`src/host_map_pkg.sv`:
```
package host_map_pkg;

    ////////////////////////////////////////
    // bus geometry
    ////////////////////////////////////////

    // apb address and data widths
    localparam int apb_addr_w = 8, apb_data_w = 16;

    ////////////////////////////////////////
    // register map
    ////////////////////////////////////////

    // staging words, low and high half of a 32-bit parameter
    localparam logic [apb_addr_w-1:0] addr_stage_lo = 8'h01, addr_stage_hi = 8'h02;

    // trigger word, write-only pulses
    localparam logic [apb_addr_w-1:0] addr_trigger = 8'h50;

    // active half-count readback
    localparam logic [apb_addr_w-1:0] addr_half_cnt_lo = 8'h08;
    localparam logic [apb_addr_w-1:0] addr_half_cnt_hi = 8'h09;

    // per-window spike totals, same endpoints as the old wire-outs
    localparam logic [apb_addr_w-1:0] addr_sn_cnt_lo = 8'h24;
    localparam logic [apb_addr_w-1:0] addr_sn_cnt_hi = 8'h25;
    localparam logic [apb_addr_w-1:0] addr_mn_cnt_lo = 8'h26;
    localparam logic [apb_addr_w-1:0] addr_mn_cnt_hi = 8'h27;

    ////////////////////////////////////////
    // trigger bits and reset values
    ////////////////////////////////////////

    // bit 0 of the trigger word loads the half-count
    localparam int trig_half_cnt = 0;

    // window half-count after reset, gives a 20-cycle window
    localparam int unsigned half_cnt_default = 9;

    // staging words come up cleared
    localparam logic [apb_data_w-1:0] stage_default = '0;

endpackage

```
`src/spike_pkg.sv`:
```
package spike_pkg;

    ////////////////////////////////////////
    // count words
    ////////////////////////////////////////

    // width of a spike total and of the window half-count
    localparam int count_w = 32;

    // one half as seen by a 16-bit host read
    localparam int count_half_w = count_w / 2;

    // one count, written raw by the counter
    // and read back by halves on the host side
    typedef union packed {
        logic [count_w-1:0] raw;
        struct packed {
            logic [count_half_w-1:0] hi;
            logic [count_half_w-1:0] lo;
        } half;
    } count_word_u;

    ////////////////////////////////////////
    // status leds
    ////////////////////////////////////////

    // board has 8 leds, all active low
    localparam int led_w = 8;

    // bit positions
    localparam int led_reset    = 1;
    localparam int led_sn_spike = 3;
    localparam int led_mn_spike = 4;
    localparam int led_sim_clk  = 7;

endpackage

```
`src/apb_if.sv`:
```
interface apb_if;
    import host_map_pkg::*;

    // request side, driven by the host
    logic [apb_addr_w-1:0] paddr;
    logic                  psel;
    logic                  penable;
    logic                  pwrite;
    logic [apb_data_w-1:0] pwdata;

    // completion side, driven by the register block
    logic [apb_data_w-1:0] prdata;
    logic                  pready;
    logic                  pslverr;

    // host end
    modport master
    (
        output paddr, psel, penable, pwrite, pwdata,
        input  prdata, pready, pslverr
    );

    // register block end
    modport slave
    (
        input  paddr, psel, penable, pwrite, pwdata,
        output prdata, pready, pslverr
    );

endinterface

```
`src/count_if.sv`:
```
interface count_if;
    import spike_pkg::*;

    // one-cycle strobe at the end of each window
    logic        window_end;
    // slow simulation clock level
    logic        sim_clk;

    // latched per-window totals
    count_word_u sn_count;
    count_word_u mn_count;

    // timer drives the window side
    modport timer
    (
        output window_end, sim_clk
    );

    // register block only reads the totals
    modport host
    (
        input sn_count, mn_count
    );

endinterface

```
`src/window_timer.sv`:
```
module window_timer
(
    input  logic                          ep50trig,
    input  logic                          reset_sim,
    input  logic [spike_pkg::count_w-1:0] i_half_cnt,
    count_if.timer                        cnt
);
    import spike_pkg::*;

    logic [count_w-1:0] div_cnt;
    logic               div_wrap;
    logic               sim_clk_q;
    logic               window_end_q;

    // wrap at the half-count
    // >= so a smaller reload ends the current half at once
    assign div_wrap = (div_cnt >= i_half_cnt);

    ////////////////////////////////////////
    // half-period divider
    ////////////////////////////////////////

    always_ff @(posedge ep50trig or posedge reset_sim)
    begin
        if (reset_sim)
        begin
            div_cnt      <= '0;
            sim_clk_q    <= 1'b0;
            window_end_q <= 1'b0;
        end
        else
        begin
            if (div_wrap)
            begin
                div_cnt   <= '0;
                // toggle the slow clock on every wrap
                sim_clk_q <= ~sim_clk_q;
            end
            else
            begin
                div_cnt <= div_cnt + count_w'(1);
            end
            // window closes on the wrap that ends the high half
            window_end_q <= div_wrap & sim_clk_q;
        end
    end

    assign cnt.sim_clk    = sim_clk_q;
    assign cnt.window_end = window_end_q;

endmodule

```
`src/spike_counter.sv`:
```
module spike_counter
(
    input  logic                   ep50trig,
    input  logic                   reset_sim,
    input  logic                   i_spike,
    input  logic                   i_window_end,
    output spike_pkg::count_word_u o_count,
    output logic                   o_spike_seen
);
    import spike_pkg::*;

    logic               spike_q;
    logic               spike_prev;
    logic               spike_edge;
    logic [count_w-1:0] run_cnt;
    count_word_u        count_q;

    // input register, then one more stage for the edge
    always_ff @(posedge ep50trig or posedge reset_sim)
    begin
        if (reset_sim)
        begin
            spike_q    <= 1'b0;
            spike_prev <= 1'b0;
        end
        else
        begin
            spike_q    <= i_spike;
            spike_prev <= spike_q;
        end
    end

    // rising edge of the registered spike
    assign spike_edge = spike_q & ~spike_prev;

    ////////////////////////////////////////
    // running count and window latch
    ////////////////////////////////////////

    always_ff @(posedge ep50trig or posedge reset_sim)
    begin
        if (reset_sim)
        begin
            run_cnt     <= '0;
            count_q.raw <= '0;
        end
        else if (i_window_end)
        begin
            // edge on the strobe cycle still belongs to the closing window
            count_q.raw <= run_cnt + count_w'(spike_edge);
            run_cnt     <= '0;
        end
        else
        begin
            // plain wrap past 2^32, no saturation
            run_cnt <= run_cnt + count_w'(spike_edge);
        end
    end

    assign o_count      = count_q;
    assign o_spike_seen = spike_q;

endmodule

```
`src/host_regs.sv`:
```
module host_regs
(
    input  logic                          ep50trig,
    input  logic                          reset_sim,
    apb_if.slave                          bus,
    count_if.host                         cnt,
    output logic [spike_pkg::count_w-1:0] o_half_cnt
);
    import host_map_pkg::*;
    import spike_pkg::*;

    logic [apb_data_w-1:0] stage_lo;
    logic [apb_data_w-1:0] stage_hi;
    logic [count_w-1:0]    half_cnt;
    logic                  trig_q;

    logic                  addr_hit;
    logic                  addr_ro;
    logic [apb_data_w-1:0] rd_word;

    logic                  setup_ph;
    logic                  access_ph;
    logic                  wr_en;

    logic [apb_data_w-1:0] prdata_q;
    logic                  pready_q;
    logic                  pslverr_q;

    ////////////////////////////////////////
    // address decode
    ////////////////////////////////////////

    always_comb
    begin
        addr_hit = 1'b1;
        addr_ro  = 1'b0;
        rd_word  = '0;
        case (bus.paddr)
            addr_stage_lo:
                rd_word = stage_lo;
            addr_stage_hi:
                rd_word = stage_hi;
            // trigger reads back as zero
            addr_trigger:
                rd_word = '0;
            addr_half_cnt_lo:
            begin
                rd_word = half_cnt[apb_data_w-1:0];
                addr_ro = 1'b1;
            end
            addr_half_cnt_hi:
            begin
                rd_word = half_cnt[count_w-1:apb_data_w];
                addr_ro = 1'b1;
            end
            // totals split through the union
            addr_sn_cnt_lo:
            begin
                rd_word = cnt.sn_count.half.lo;
                addr_ro = 1'b1;
            end
            addr_sn_cnt_hi:
            begin
                rd_word = cnt.sn_count.half.hi;
                addr_ro = 1'b1;
            end
            addr_mn_cnt_lo:
            begin
                rd_word = cnt.mn_count.half.lo;
                addr_ro = 1'b1;
            end
            addr_mn_cnt_hi:
            begin
                rd_word = cnt.mn_count.half.hi;
                addr_ro = 1'b1;
            end
            default:
                addr_hit = 1'b0;
        endcase
    end

    // apb phases
    assign setup_ph  = bus.psel & ~bus.penable;
    assign access_ph = bus.psel & bus.penable;

    // writes land at the end of the access phase, never on read-only words
    assign wr_en = access_ph & bus.pwrite & addr_hit & ~addr_ro;

    ////////////////////////////////////////
    // staging words and half-count
    ////////////////////////////////////////

    always_ff @(posedge ep50trig or posedge reset_sim)
    begin
        if (reset_sim)
        begin
            stage_lo <= stage_default;
            stage_hi <= stage_default;
            trig_q   <= 1'b0;
        end
        else
        begin
            if (wr_en && bus.paddr == addr_stage_lo)
                stage_lo <= bus.pwdata;
            if (wr_en && bus.paddr == addr_stage_hi)
                stage_hi <= bus.pwdata;
            // one-cycle trigger pulse, like the old ep50 trigger bit
            trig_q <= wr_en && (bus.paddr == addr_trigger) && bus.pwdata[trig_half_cnt];
        end
    end

    // load staged 32 bits the cycle after the trigger
    always_ff @(posedge ep50trig or posedge reset_sim)
    begin
        if (reset_sim)
            half_cnt <= count_w'(half_cnt_default);
        else if (trig_q)
            half_cnt <= {stage_hi, stage_lo};
    end

    ////////////////////////////////////////
    // completion
    ////////////////////////////////////////

    // read data and error captured in setup, valid through access
    always_ff @(posedge ep50trig or posedge reset_sim)
    begin
        if (reset_sim)
        begin
            pready_q  <= 1'b0;
            pslverr_q <= 1'b0;
            prdata_q  <= '0;
        end
        else
        begin
            // no wait states
            pready_q <= 1'b1;
            if (setup_ph)
            begin
                prdata_q  <= bus.pwrite ? '0 : rd_word;
                pslverr_q <= ~addr_hit | (bus.pwrite & addr_ro);
            end
            else
            begin
                pslverr_q <= 1'b0;
            end
        end
    end

    assign bus.prdata  = prdata_q;
    assign bus.pready  = pready_q;
    assign bus.pslverr = pslverr_q;
    assign o_half_cnt  = half_cnt;

endmodule

```
`src/one_joint_monitor.sv`:
```
module one_joint_monitor
(
    input  logic                              ep50trig,
    input  logic                              reset_sim,
    input  logic [host_map_pkg::apb_addr_w-1:0] i_paddr,
    input  logic                              i_psel,
    input  logic                              i_penable,
    input  logic                              i_pwrite,
    input  logic [host_map_pkg::apb_data_w-1:0] i_pwdata,
    output logic [host_map_pkg::apb_data_w-1:0] o_prdata,
    output logic                              o_pready,
    output logic                              o_pslverr,
    input  logic                              i_spike_sn,
    input  logic                              i_spike_mn,
    output logic [spike_pkg::led_w-1:0]       o_led,
    output logic                              o_sim_clk
);
    import spike_pkg::*;

    apb_if   apb_bus ();
    count_if cnt_bus ();

    logic [count_w-1:0] half_cnt;
    logic               sn_seen;
    logic               mn_seen;
    logic [led_w-1:0]   led_on;

    ////////////////////////////////////////
    // host bus
    ////////////////////////////////////////

    assign apb_bus.paddr   = i_paddr;
    assign apb_bus.psel    = i_psel;
    assign apb_bus.penable = i_penable;
    assign apb_bus.pwrite  = i_pwrite;
    assign apb_bus.pwdata  = i_pwdata;

    assign o_prdata  = apb_bus.prdata;
    assign o_pready  = apb_bus.pready;
    assign o_pslverr = apb_bus.pslverr;

    host_regs regs
    (
        .ep50trig   (ep50trig),
        .reset_sim  (reset_sim),
        .bus        (apb_bus.slave),
        .cnt        (cnt_bus.host),
        .o_half_cnt (half_cnt)
    );

    ////////////////////////////////////////
    // window and spike bookkeeping
    ////////////////////////////////////////

    window_timer timer
    (
        .ep50trig   (ep50trig),
        .reset_sim  (reset_sim),
        .i_half_cnt (half_cnt),
        .cnt        (cnt_bus.timer)
    );

    // sensory Ia channel
    spike_counter sn_counter
    (
        .ep50trig     (ep50trig),
        .reset_sim    (reset_sim),
        .i_spike      (i_spike_sn),
        .i_window_end (cnt_bus.window_end),
        .o_count      (cnt_bus.sn_count),
        .o_spike_seen (sn_seen)
    );

    // motor neuron channel
    spike_counter mn_counter
    (
        .ep50trig     (ep50trig),
        .reset_sim    (reset_sim),
        .i_spike      (i_spike_mn),
        .i_window_end (cnt_bus.window_end),
        .o_count      (cnt_bus.mn_count),
        .o_spike_seen (mn_seen)
    );

    // leds, lit when low, unused ones dark
    always_comb
    begin
        led_on               = '0;
        led_on[led_reset]    = reset_sim;
        led_on[led_sn_spike] = sn_seen;
        led_on[led_mn_spike] = mn_seen;
        led_on[led_sim_clk]  = cnt_bus.sim_clk;
    end

    assign o_led     = ~led_on;
    assign o_sim_clk = cnt_bus.sim_clk;

endmodule

```
`config.mk`:
```
export PLATFORM = sky130hd
export DESIGN_NAME = one_joint_monitor
export DESIGN_NICKNAME = d
export VERILOG_FILES = /design/src/host_map_pkg.sv /design/src/spike_pkg.sv /design/src/apb_if.sv /design/src/count_if.sv /design/src/window_timer.sv /design/src/spike_counter.sv /design/src/host_regs.sv /design/src/one_joint_monitor.sv
export SDC_FILE = /design/constraint.sdc
export NUM_CORES = 1
export LEC_CHECK = 0
export ABC_AREA = 1
export BUFFER_PORTS_ARGS = -buffer_cell sky130_fd_sc_hd__buf_2
export CAP_MARGIN = 40
export CELL_PAD_IN_SITES_DETAIL_PLACEMENT = 1
export CELL_PAD_IN_SITES_GLOBAL_PLACEMENT = 2
export CORE_MARGIN = 2
export CORE_UTILIZATION = 30
export CTS_BUF_LIST = sky130_fd_sc_hd__clkbuf_2
export DETAILED_ROUTE_END_ITERATION = 8
export PLACE_DENSITY = 0.76
export REMOVE_ABC_BUFFERS = 1
export SETUP_SLACK_MARGIN = 0.15
export SLEW_MARGIN = 10
export SYNTH_ARGS = -nofsm -noshare
export SYNTH_HDL_FRONTEND = slang
export SYNTH_HIERARCHICAL = 1
export SYNTH_SLANG_ARGS = --single-unit
```
`constraint.sdc`:
```
create_clock -name ep50trig -period 3.8 [get_ports ep50trig]
set_clock_uncertainty 0.2 [all_clocks]
set_input_delay 0.57 -clock ep50trig [delete_from_list [all_inputs] [get_ports ep50trig]]
set_output_delay 0.57 -clock ep50trig [all_outputs]
set_load 0.02 [all_outputs]
```
After elaboration in Yosys (flattened, before gate mapping) --
Cells that the tools add are included. Widths: inputs -> output; s select.
Storage, ports and cells: output and inout port bits 27, bits of input ports 31, bits in registers 249, logic and storage cells 62
Operators by class: reductions and logical operators 6, order comparisons 1, equal/unequal tests 9, add/subtract/negate cells 3, bitwise logic cells 17, muxes and demuxes 8
Operators by type and width (number):
- $pmux 16 s8 | 1
- $mux 32 | 3
- $add 32x1->32 | 2
- $add 32x1->32 const B | 1
- $eq 8x6->1 const B | 4
- $ge 32x32->1 | 1
- $eq 8x4->1 const B | 2
- $mux 16 | 1
- $and 1x1->1 | 9
- $reduce_or 9->1 | 1
- $eq 8x1->1 const B | 1
- $eq 8x2->1 const B | 1
- $eq 8x7->1 const B | 1
- $not 8->8 | 1
- $not 1->1 | 6
- $reduce_or 6->1 | 1
- $logic_and 1x1->1 | 4
- $mux 1 | 3
- $or 1x1->1 | 1

Logic depth before layout (Yosys ltp) --
Gate-level depths: netlist of the first run.
depth after elaboration 7, gate-level depth with buffers 15, gate-level depth less buffers 15

By module --
Netlist of the first run, hierarchy kept.
By module, submodules not included:
- spike_counter | area an instance 3185.6 sq um, seq. area each 1651.6 sq um, cells each 400, times used 2
- host_regs | area an instance 4805.9 sq um, seq. area each 2079.5 sq um, cells each 578, times used 1
- window_timer | area an instance 2676.3 sq um, seq. area each 850.8 sq um, cells each 374, times used 1
- one_joint_monitor | area an instance 48.8 sq um, seq. area each 0.0 sq um, cells each 9, times used 1

Worst setup path before layout of the first run --
No wires, ideal clock.
path kind reg2reg, from register regs.half_cnt[3] (netlist: regs/o_half_cnt[3]), to register timer.div_cnt[23], data arrival time 1664 ps, data required time 3528 ps, buffers on the path 1, slack 1864 ps, setup time 72 ps, clock period less this slack 1936 ps, cell stages (with the launch flop) 13, cell sequence dfstp_2 inv_1 ha_1 a21oi_1 nand2_1 nand2_1 nand2_1 nand2_1 nand2_1 nand2_1 nand2_2 buf_2 nor2_1
Between the ends: longest elaborated chain between the ends 2
RTL lines:
- from (decl) | RTL line host_regs.sv:14 | logic [count_w-1:0] half_cnt;
- from (signal assigned) | RTL line host_regs.sv:116 | half_cnt <= count_w'(half_cnt_default);
- from (signal assigned) | RTL line host_regs.sv:118 | half_cnt <= {stage_hi, stage_lo};
- $ge 32x32->1 | RTL line window_timer.sv:17 | assign div_wrap = (div_cnt >= i_half_cnt);
- $mux 32 | RTL line window_timer.sv:33 | if (div_wrap)
- to (signal assigned) | RTL line window_timer.sv:41 | div_cnt <= div_cnt + count_w'(1);
- to (decl) | RTL line window_timer.sv:10 | logic [count_w-1:0] div_cnt;
No other way between the ends. A chain may end at the register's enable or synchronous reset.

Worst setup path in the final report of the first run --
from input port reset_sim, to output port o_led[1] in the netlist's numbering
Between the ends: longest elaborated chain between the ends 1
RTL lines:
- from (decl) | RTL line one_joint_monitor.sv:4 | input logic reset_sim,
- $not 8->8 | RTL line one_joint_monitor.sv:95 | assign o_led = ~led_on;
- to (decl) | RTL line one_joint_monitor.sv:15 | output logic [spike_pkg::led_w-1:0] o_led,
No other way between the ends.

==> metrics.md, run 1 <==
| Metric | Value |
|---|---|
| Pre-CTS worst setup slack | `1.063 ns` |
| Filler cells | `about 5600` |
| CTS max path bufs | `3` |
| WHS | `between 0.1 and 0.15 ns` |
| Int Pwr | `3719 uW` |
| Sequential fraction of the synthesis area | `44.84%` |
| # placed instances | `2371` |
| Total global-route track usage | `18.61%` |
| Worst EP required | `3.03 ns` |
| Max-cap violations | `0` |
| Final WS setup | `1.009 ns` |
| Post-CTS Setup Repair Bufs | `0` |
| Post-synth cell types | `39` |
| Switching power | `1401 uW` |
| Final period util | `73.45%` |
| Most frequent cells in the layout | `nand2_1, dfrtp_1, nor2_1` |
| Starting DRT DRC Count | `approximately 670` |
| Core area | `approximately 46000 um2` |
| HPWL Detailed | `roughly 32000 um` |
| P_leak | `0.008252 uW` |
| Compound-Gate Fraction of Synth Area | `3.438%` |
| CTS resizes | `0` |
| Comb power frac | `3.8%` |
| Total grt overflow | `0` |
| Initial Utilization | `30.50%` |
| Die footprint | `between 40000 and 50000 um2` |
| Mux cell area share after synthesis | `under 10%` |
| Num CTS Buffers | `between 70 and 80` |
| Number of port buffers | `53` |
| Primary FF master, synth | `dfrtp_1` |
| Simple-gate share of the synthesized area | `a little over a third` |
| Worst slew margin | `45.69%` |
| Clock Tree Root | `clkbuf_2` |
| Max-slew violations | `0` |
| Pre-Repair DR Iteration Count | `5` |
| Routed vias/inst | `~4.7` |
| Switching Share | `a little over a quarter` |
| Commonest non-fill, non-tap cell in the layout | `nand2_1` |
| WL final | `43020 um` |
| Vias in the first global route | `12670` |
| Mapped cell area | `13900 um2` |
| Critical path class | `input pin to primary output` |
| Share of cells above drive strength 1 | `15.59%` |
| Outcome | `complete, no violations` |
| Final-report setup violation count | `0` |
| Yosys warns | `6` |
| First-pass GRT wire length | `69200 um` |
| Yosys reg bits | `249` |
| Initial antenna violation count | `2` |
| Routability cong. | `0.7899` |
| Power Dens Cells | `324.3 nW/um2` |
| Nets | `around 1900` |
| H-Tree Depth | `3` |
| Syn_area_per_cell | `7.894 um2` |
| Via Count | `11880` |
| Crit path time final | `roughly 2.8 ns` |
| Hold Path Class | `input pin to register` |
| Largest family of logic cells by synthesized area | `simple AND/OR/NAND/NOR gates` |
| Pin count of the biggest net entering global routing | `51` |
| DR WL/cell | `16.97 um` |
| VDD IR-drop max | `0.1467 mV` |
| Layout area overhead | `13.55%` |
| Ports | `58` |
| Arr. time, crit path | `2.02 ns` |
| Crit path max fanout | `4` |
| DR DRC count | `0` |
| Post-synth ARST share | `100.0%` |
| Post-Synth Adder-Cell Area | `3.330%` |
| DRT antenna net count | `0` |
| Reg power frac | `51.9%` |
| Non-filler instance count after layout | `about 2500` |
| Clk pin slew, worst setup/hold paths | `0.10 ns` |
| Row Count | `slightly below 80` |
| Max Freq | `0.3583 GHz` |
| Post-route setup TNS | `0 ns` |
| Post-synth EDFFs | `0` |
| Crit. End Element | `primary output` |
| Cells after Synth | `1761` |
| CTS tree | `done` |
| Worst skew pair latency | `1.02 ns` |
| Fin. Hold Viols | `0` |
| Least-Margin Pin Slew | `0.8138 ns` |
| Clock share of power | `44.3%` |
| Startpoint class of the critical path | `input pin` |
| Die Height | `219.3 um` |
| TritonCTS Sinks | `249` |
| Die Wd | `219.3 um` |
| Post-Synth XOR/XNOR Area | `under 10%` |
| RSZ-0062 raised after global routing | `false` |
[logic make-up (layout without fill, tap and decap cells)]
family | after synthesis | count (layout)
other | 2 | 9
AND/OR/NAND/NOR | 1076 | 1076
XOR/XNOR | 55 | 55
AO/OA/AOI/OAI | 92 | 92
buffers and inverters | 218 | 385
adder cells (fa/ha/maj) | 37 | 37
flip-flops | 249 | 249
multiplexers | 32 | 32
[power groups by stage]
stage                     logic (uW)  registers [uW]  clock network, uW
after floorplan                 98.1            2710                  0
after global placement           172            2710                  0
after detailed placement         175            2710                  0
after CTS                        200            2660               2390
after global routing             218            2660               2510
final                            193            2660               2270
[state kept, by name, summed over array words and instances (netlist names), 16 cells and up]
name                flops
sn_counter/run_cnt     32
mn_counter/o_count     32
timer/div_cnt          32
mn_counter/run_cnt     32
regs/o_half_cnt        32
regs/bus.prdata        16
regs/stage_lo          16
regs/stage_hi          16
sn_counter/o_count     32
[routing by layer]
layer,up-vias,wire (um),global-route usage (%)
met2,186,20370,31.17
met3,72,1349,3.562
met5,-,0,0
met1,5814,20140,24.10
li1,5805,-,-
met4,0,1154,6.036
[timing repair]
action	CTS	global route
setup endpoints to repair	0	0
hold buffers	33	0
hold endpoints to repair	258	0
[worst paths after layout]
check                                         from                      to  slack [ns]  cells after the start
hold reg to reg            sn_counter/o_spike_seen   sn_counter/spike_prev        0.21                      0
hold / removal                          i_paddr[4]     regs/bus.prdata[15]        0.11                      8
setup reg to reg                regs/o_half_cnt[3]        timer/div_cnt[1]        1.23                     11
max in group asynchronous                reset_sim   mn_counter/run_cnt[1]        1.34                      6
setup / recovery                         reset_sim                o_led[1]        1.01                      5
min in group asynchronous                reset_sim  sn_counter/o_count[17]        0.60                      4
[per-stage QoR]
stage | area (um2) | total power [uW] | util (%)
2_1_floorplan | 13560 | 2808 | -
3_3_place_gp | 14720 | 2883 | 32.30
3_5_place_dp | 14720 | 2886 | 32.30
4_1_cts | 15780 | 5247 | 34.62
5_1_grt | 15790 | 5390 | 34.64
6_report | 15790 | 5120 | 34.64
[layout make-up]
type	instances	area (um2)	share of cell area, %
sequential	249	6237	39.51
clock inverter	22	197.7	1.252
multi-input combinational	1297	6738	42.68
timing repair buffer	102	740.7	4.692
inverter	156	586.8	3.717
tap	600	750.7	4.755
clock buffer	105	525.5	3.329
antenna	4	10.01	0.06341
[cells in the mapped netlist, types with 10 or more instances]
cell      instances  area (um2)
clkbuf_1         18       67.56
mux2_1           16       180.2
xnor2_1          20       175.2
a21oi_1          28       140.1
o21ai_0          23       115.1
ha_1             37       462.9
dfrtp_1         247        6181
nor3_1           15       75.07
inv_1           147       551.8
nand2_2          23       143.9
nand2_1         556        2087
o21ai_1          34       170.2
nand3_1         183       915.9
and2_1           10       62.56
buf_2            26       130.1
nand2_4          20       225.2
nor2_4           18       202.7
nor2_1          213       799.5
mux2_2           16       180.2
xor2_1           33       289.0
buf_4            10       75.07
[worst max-delay path, stage by stage]
cell           delay, ns
dlygate4sd3_1       0.53
dlygate4sd3_1       0.56
buf_2               0.16
inv_1               0.05
buf_2               0.15
Note: power is estimated with default switching activity, not from simulation.
==> run 2, diff against run 1 <==
- clock period: 3.8 -> 2.84 ns (I/O delays scaled with it)
==> run 2 against run 1 <==
Against the previous run: utilization grew 0.33 points; wire length grew 1.7%; via count grew 0.39%; total power grew 28%; hold slack gained 0.0060 ns; critical endpoint is now regs/stage_lo[1]; highest routed layer is now met5.
==> metrics.md, run 2 (synthesis results as in run 1) <==
| Metric | Value |
|---|---|
| Routability cong. | `approximately 0.82` |
| Worst Hold Depth | `10` |
| Crit path max fanout | `32` |
| Max-slew violations | `0` |
| Via Count | `11920` |
| Switching Share | `27.49%` |
| P_leak | `0.008313 uW` |
| First-pass GRT wire length | `69740 um` |
| Layout area overhead | `14.64%` |
| CTS max path bufs | `3` |
| Met3 usage | `3.576%` |
| Ports | `58` |
| HPWL Detailed | `approximately 31000 um` |
| Num CTS Buffers | `75` |
| Reg power frac | `54.4%` |
| DR DRC count | `0` |
| WL final | `43750 um` |
| Pre-Repair DR Iteration Count | `5` |
| Power Dens Cells | `409.9 nW/um2` |
| Met2 Resource Use GR | `32.15%` |
| Worst R2R Path Depth | `8` |
| Met1 GRT Util | `between 20% and 30%` |
| Hold path startpoint | `i_paddr[6]` |
| Pwr Total | `6533 uW` |
| Routed vias/inst | `4.692` |
| Total grt overflow | `0` |
| Clock share of power | `41.2%` |
| Critical path class | `input pin to register` |
| Final period util | `92.49%` |
| Comb power frac | `4.4%` |
| Die Height | `219.3 um` |
| Least-Margin Pin Slew | `0.7291 ns` |
| Startpoint class of the critical path | `input pin` |
| Hold Path Class | `input pin to register` |
| Post-DP Area | `approximately 15000 um2` |
| RSZ-0062 raised after global routing | `false` |
| Crit path time final | `2.627 ns` |
| Int Pwr | `4737 uW` |
| Vias in the first global route | `12690` |
| TritonCTS Sinks | `249` |
| CP startpoint | `i_penable` |
| Clock Tree Root | `clkbuf_2` |
| Max-cap violations | `0` |
| Initial antenna violation count | `3` |
| Nets | `1973` |
| Number of port buffers | `53` |
| Total global-route track usage | `about a fifth` |
| CTS tree | `done` |
| Hold worst-path end | `regs/bus.prdata[15]` |
| DRT antenna net count | `0` |
| Post-CTS Setup Repair Bufs | `0` |
| Outcome | `complete, no violations` |
| Arr. time, crit path | `3.26 ns` |
| Final-report setup violation count | `0` |
| Reg-to-reg slack, setup | `between 0.5 and 0.6 ns` |
| Core area | `45580 um2` |
| Worst EP required | `3.47 ns` |
| Die footprint | `48080 um2` |
| Commonest non-fill, non-tap cell in the layout | `nand2_1` |
| Most frequent cells in the layout | `nand2_1, dfrtp_1, nor2_1` |
| Worst slew margin | `51.34%` |
| FF-to-FF Start | `timer/div_cnt[21]` |
| VDD IR-drop max | `0.2542 mV` |
| Switching power | `1796 uW` |
| Initial Utilization | `30.50%` |
| Most Used Layer, Global Route | `met2` |
| # placed instances | `2375` |
| Starting DRT DRC Count | `687` |
| Row Count | `78` |
| Fin. Hold Viols | `0` |
| Worst skew pair latency | `0.96 ns` |
| Max Freq | `0.3807 GHz` |
| Clk pin slew, worst setup/hold paths | `0.10 ns` |
| Reg-to-reg endpoint | `timer/cnt.sim_clk` |
| Design area | `15940 um2` |
| Pin count of the biggest net entering global routing | `67` |
| Non-filler instance count after layout | `between 2000 and 3000` |
| Crit. End Element | `register` |
| Die Wd | `219.3 um` |
| DR WL/cell | `17.22 um` |
| Share of cells above drive strength 1 | `between 10% and 20%` |
| H-Tree Depth | `3` |
## run 2: cell types whose count changed in the layout (fill, tap and decap cells not counted), moves of 2 or more
cell           before  now
clkinv_1           13   10
bufinv_16           4    2
dlygate4sd3_1      33   52
diode_2             4    1
buf_12              2    4
clkinv_2            3    1
clkbuf_2          105   98
## run 2: critical path: stages
cell and delay, ns:
dlygate4sd3_1 0.52, buf_2 0.11, nand2_1 0.04, dlygate4sd3_1 0.56
nor2_2 0.33, nand3_4 0.42, nand2_1 0.17, o21ai_1 0.08
dlygate4sd3_1 0.58
## run 2: cell type report
cell class                 instances  area (um2)
antenna                            1       2.502
clock buffer                      98       490.5
clock inverter                    14       108.9
fill                            5621       29640
inverter                         156       586.8
multi-input combinational       1298        6755
sequential                       249        6237
tap                              600       750.7
timing repair buffer             125        1006
## run 2: per-layer routing
| metal | vias to the layer above | wire length (um) |
|---|---|---|
| li1 | 5830 | - |
| met1 | 5859 | 19980 |
| met2 | 161 | 21310 |
| met3 | 71 | 1261 |
| met4 | 2 | 1186 |
| met5 | - | 13 |
## run 2: what timing repair did
item | CTS | global route
hold buffers | 53 | 0
resized for setup | 0 | 2
endpoints found under the hold margin | 301 | 0
endpoints found under the setup margin | 0 | 12
## run 2: worst max-delay path by stage
stage | to | slack [ns] | cells past startpoint
6_report | regs/stage_lo[1] | 0.21 | 9
5_1_grt | regs/stage_lo[1] | 0.18 | 9
4_1_cts | regs/stage_hi[8] | 0.24 | 8
3_5_place_dp | timer/div_cnt[20] | 0.40 | 13
3_3_place_gp | timer/div_cnt[20] | 0.42 | 13
2_1_floorplan | mn_counter/run_cnt[12] | -0.68 | 2
## run 2: per-stage QoR
| stage | setup TNS (ns) | hold slack, ns | worst slack (ns) | utilization, % |
|---|---|---|---|---|
| detailed placement | 0 | 0.1895 | 0.3968 | 32.47 |
| global placement | 0 | 0.1880 | 0.4246 | 32.41 |
| CTS | 0 | 0.0002423 | 0.2399 | 34.95 |
| finish | 0 | 0.1186 | 0.2133 | 34.97 |
| floorplan | -41.33 | 0.1738 | -0.6756 | - |
| global route | 0 | 0.04152 | 0.1817 | 34.97 |
## run 2: power by group through the flow
| stage | registers, uW | logic (uW) | clock network [uW] |
|---|---|---|---|
| 4_1_cts | 3560 | 298 | 2860 |
| 5_1_grt | 3560 | 323 | 3030 |
| 6_report | 3560 | 289 | 2690 |
| 3_5_place_dp | 3630 | 250 | 0 |
| 2_1_floorplan | 3630 | 131 | 0 |
| 3_3_place_gp | 3630 | 242 | 0 |
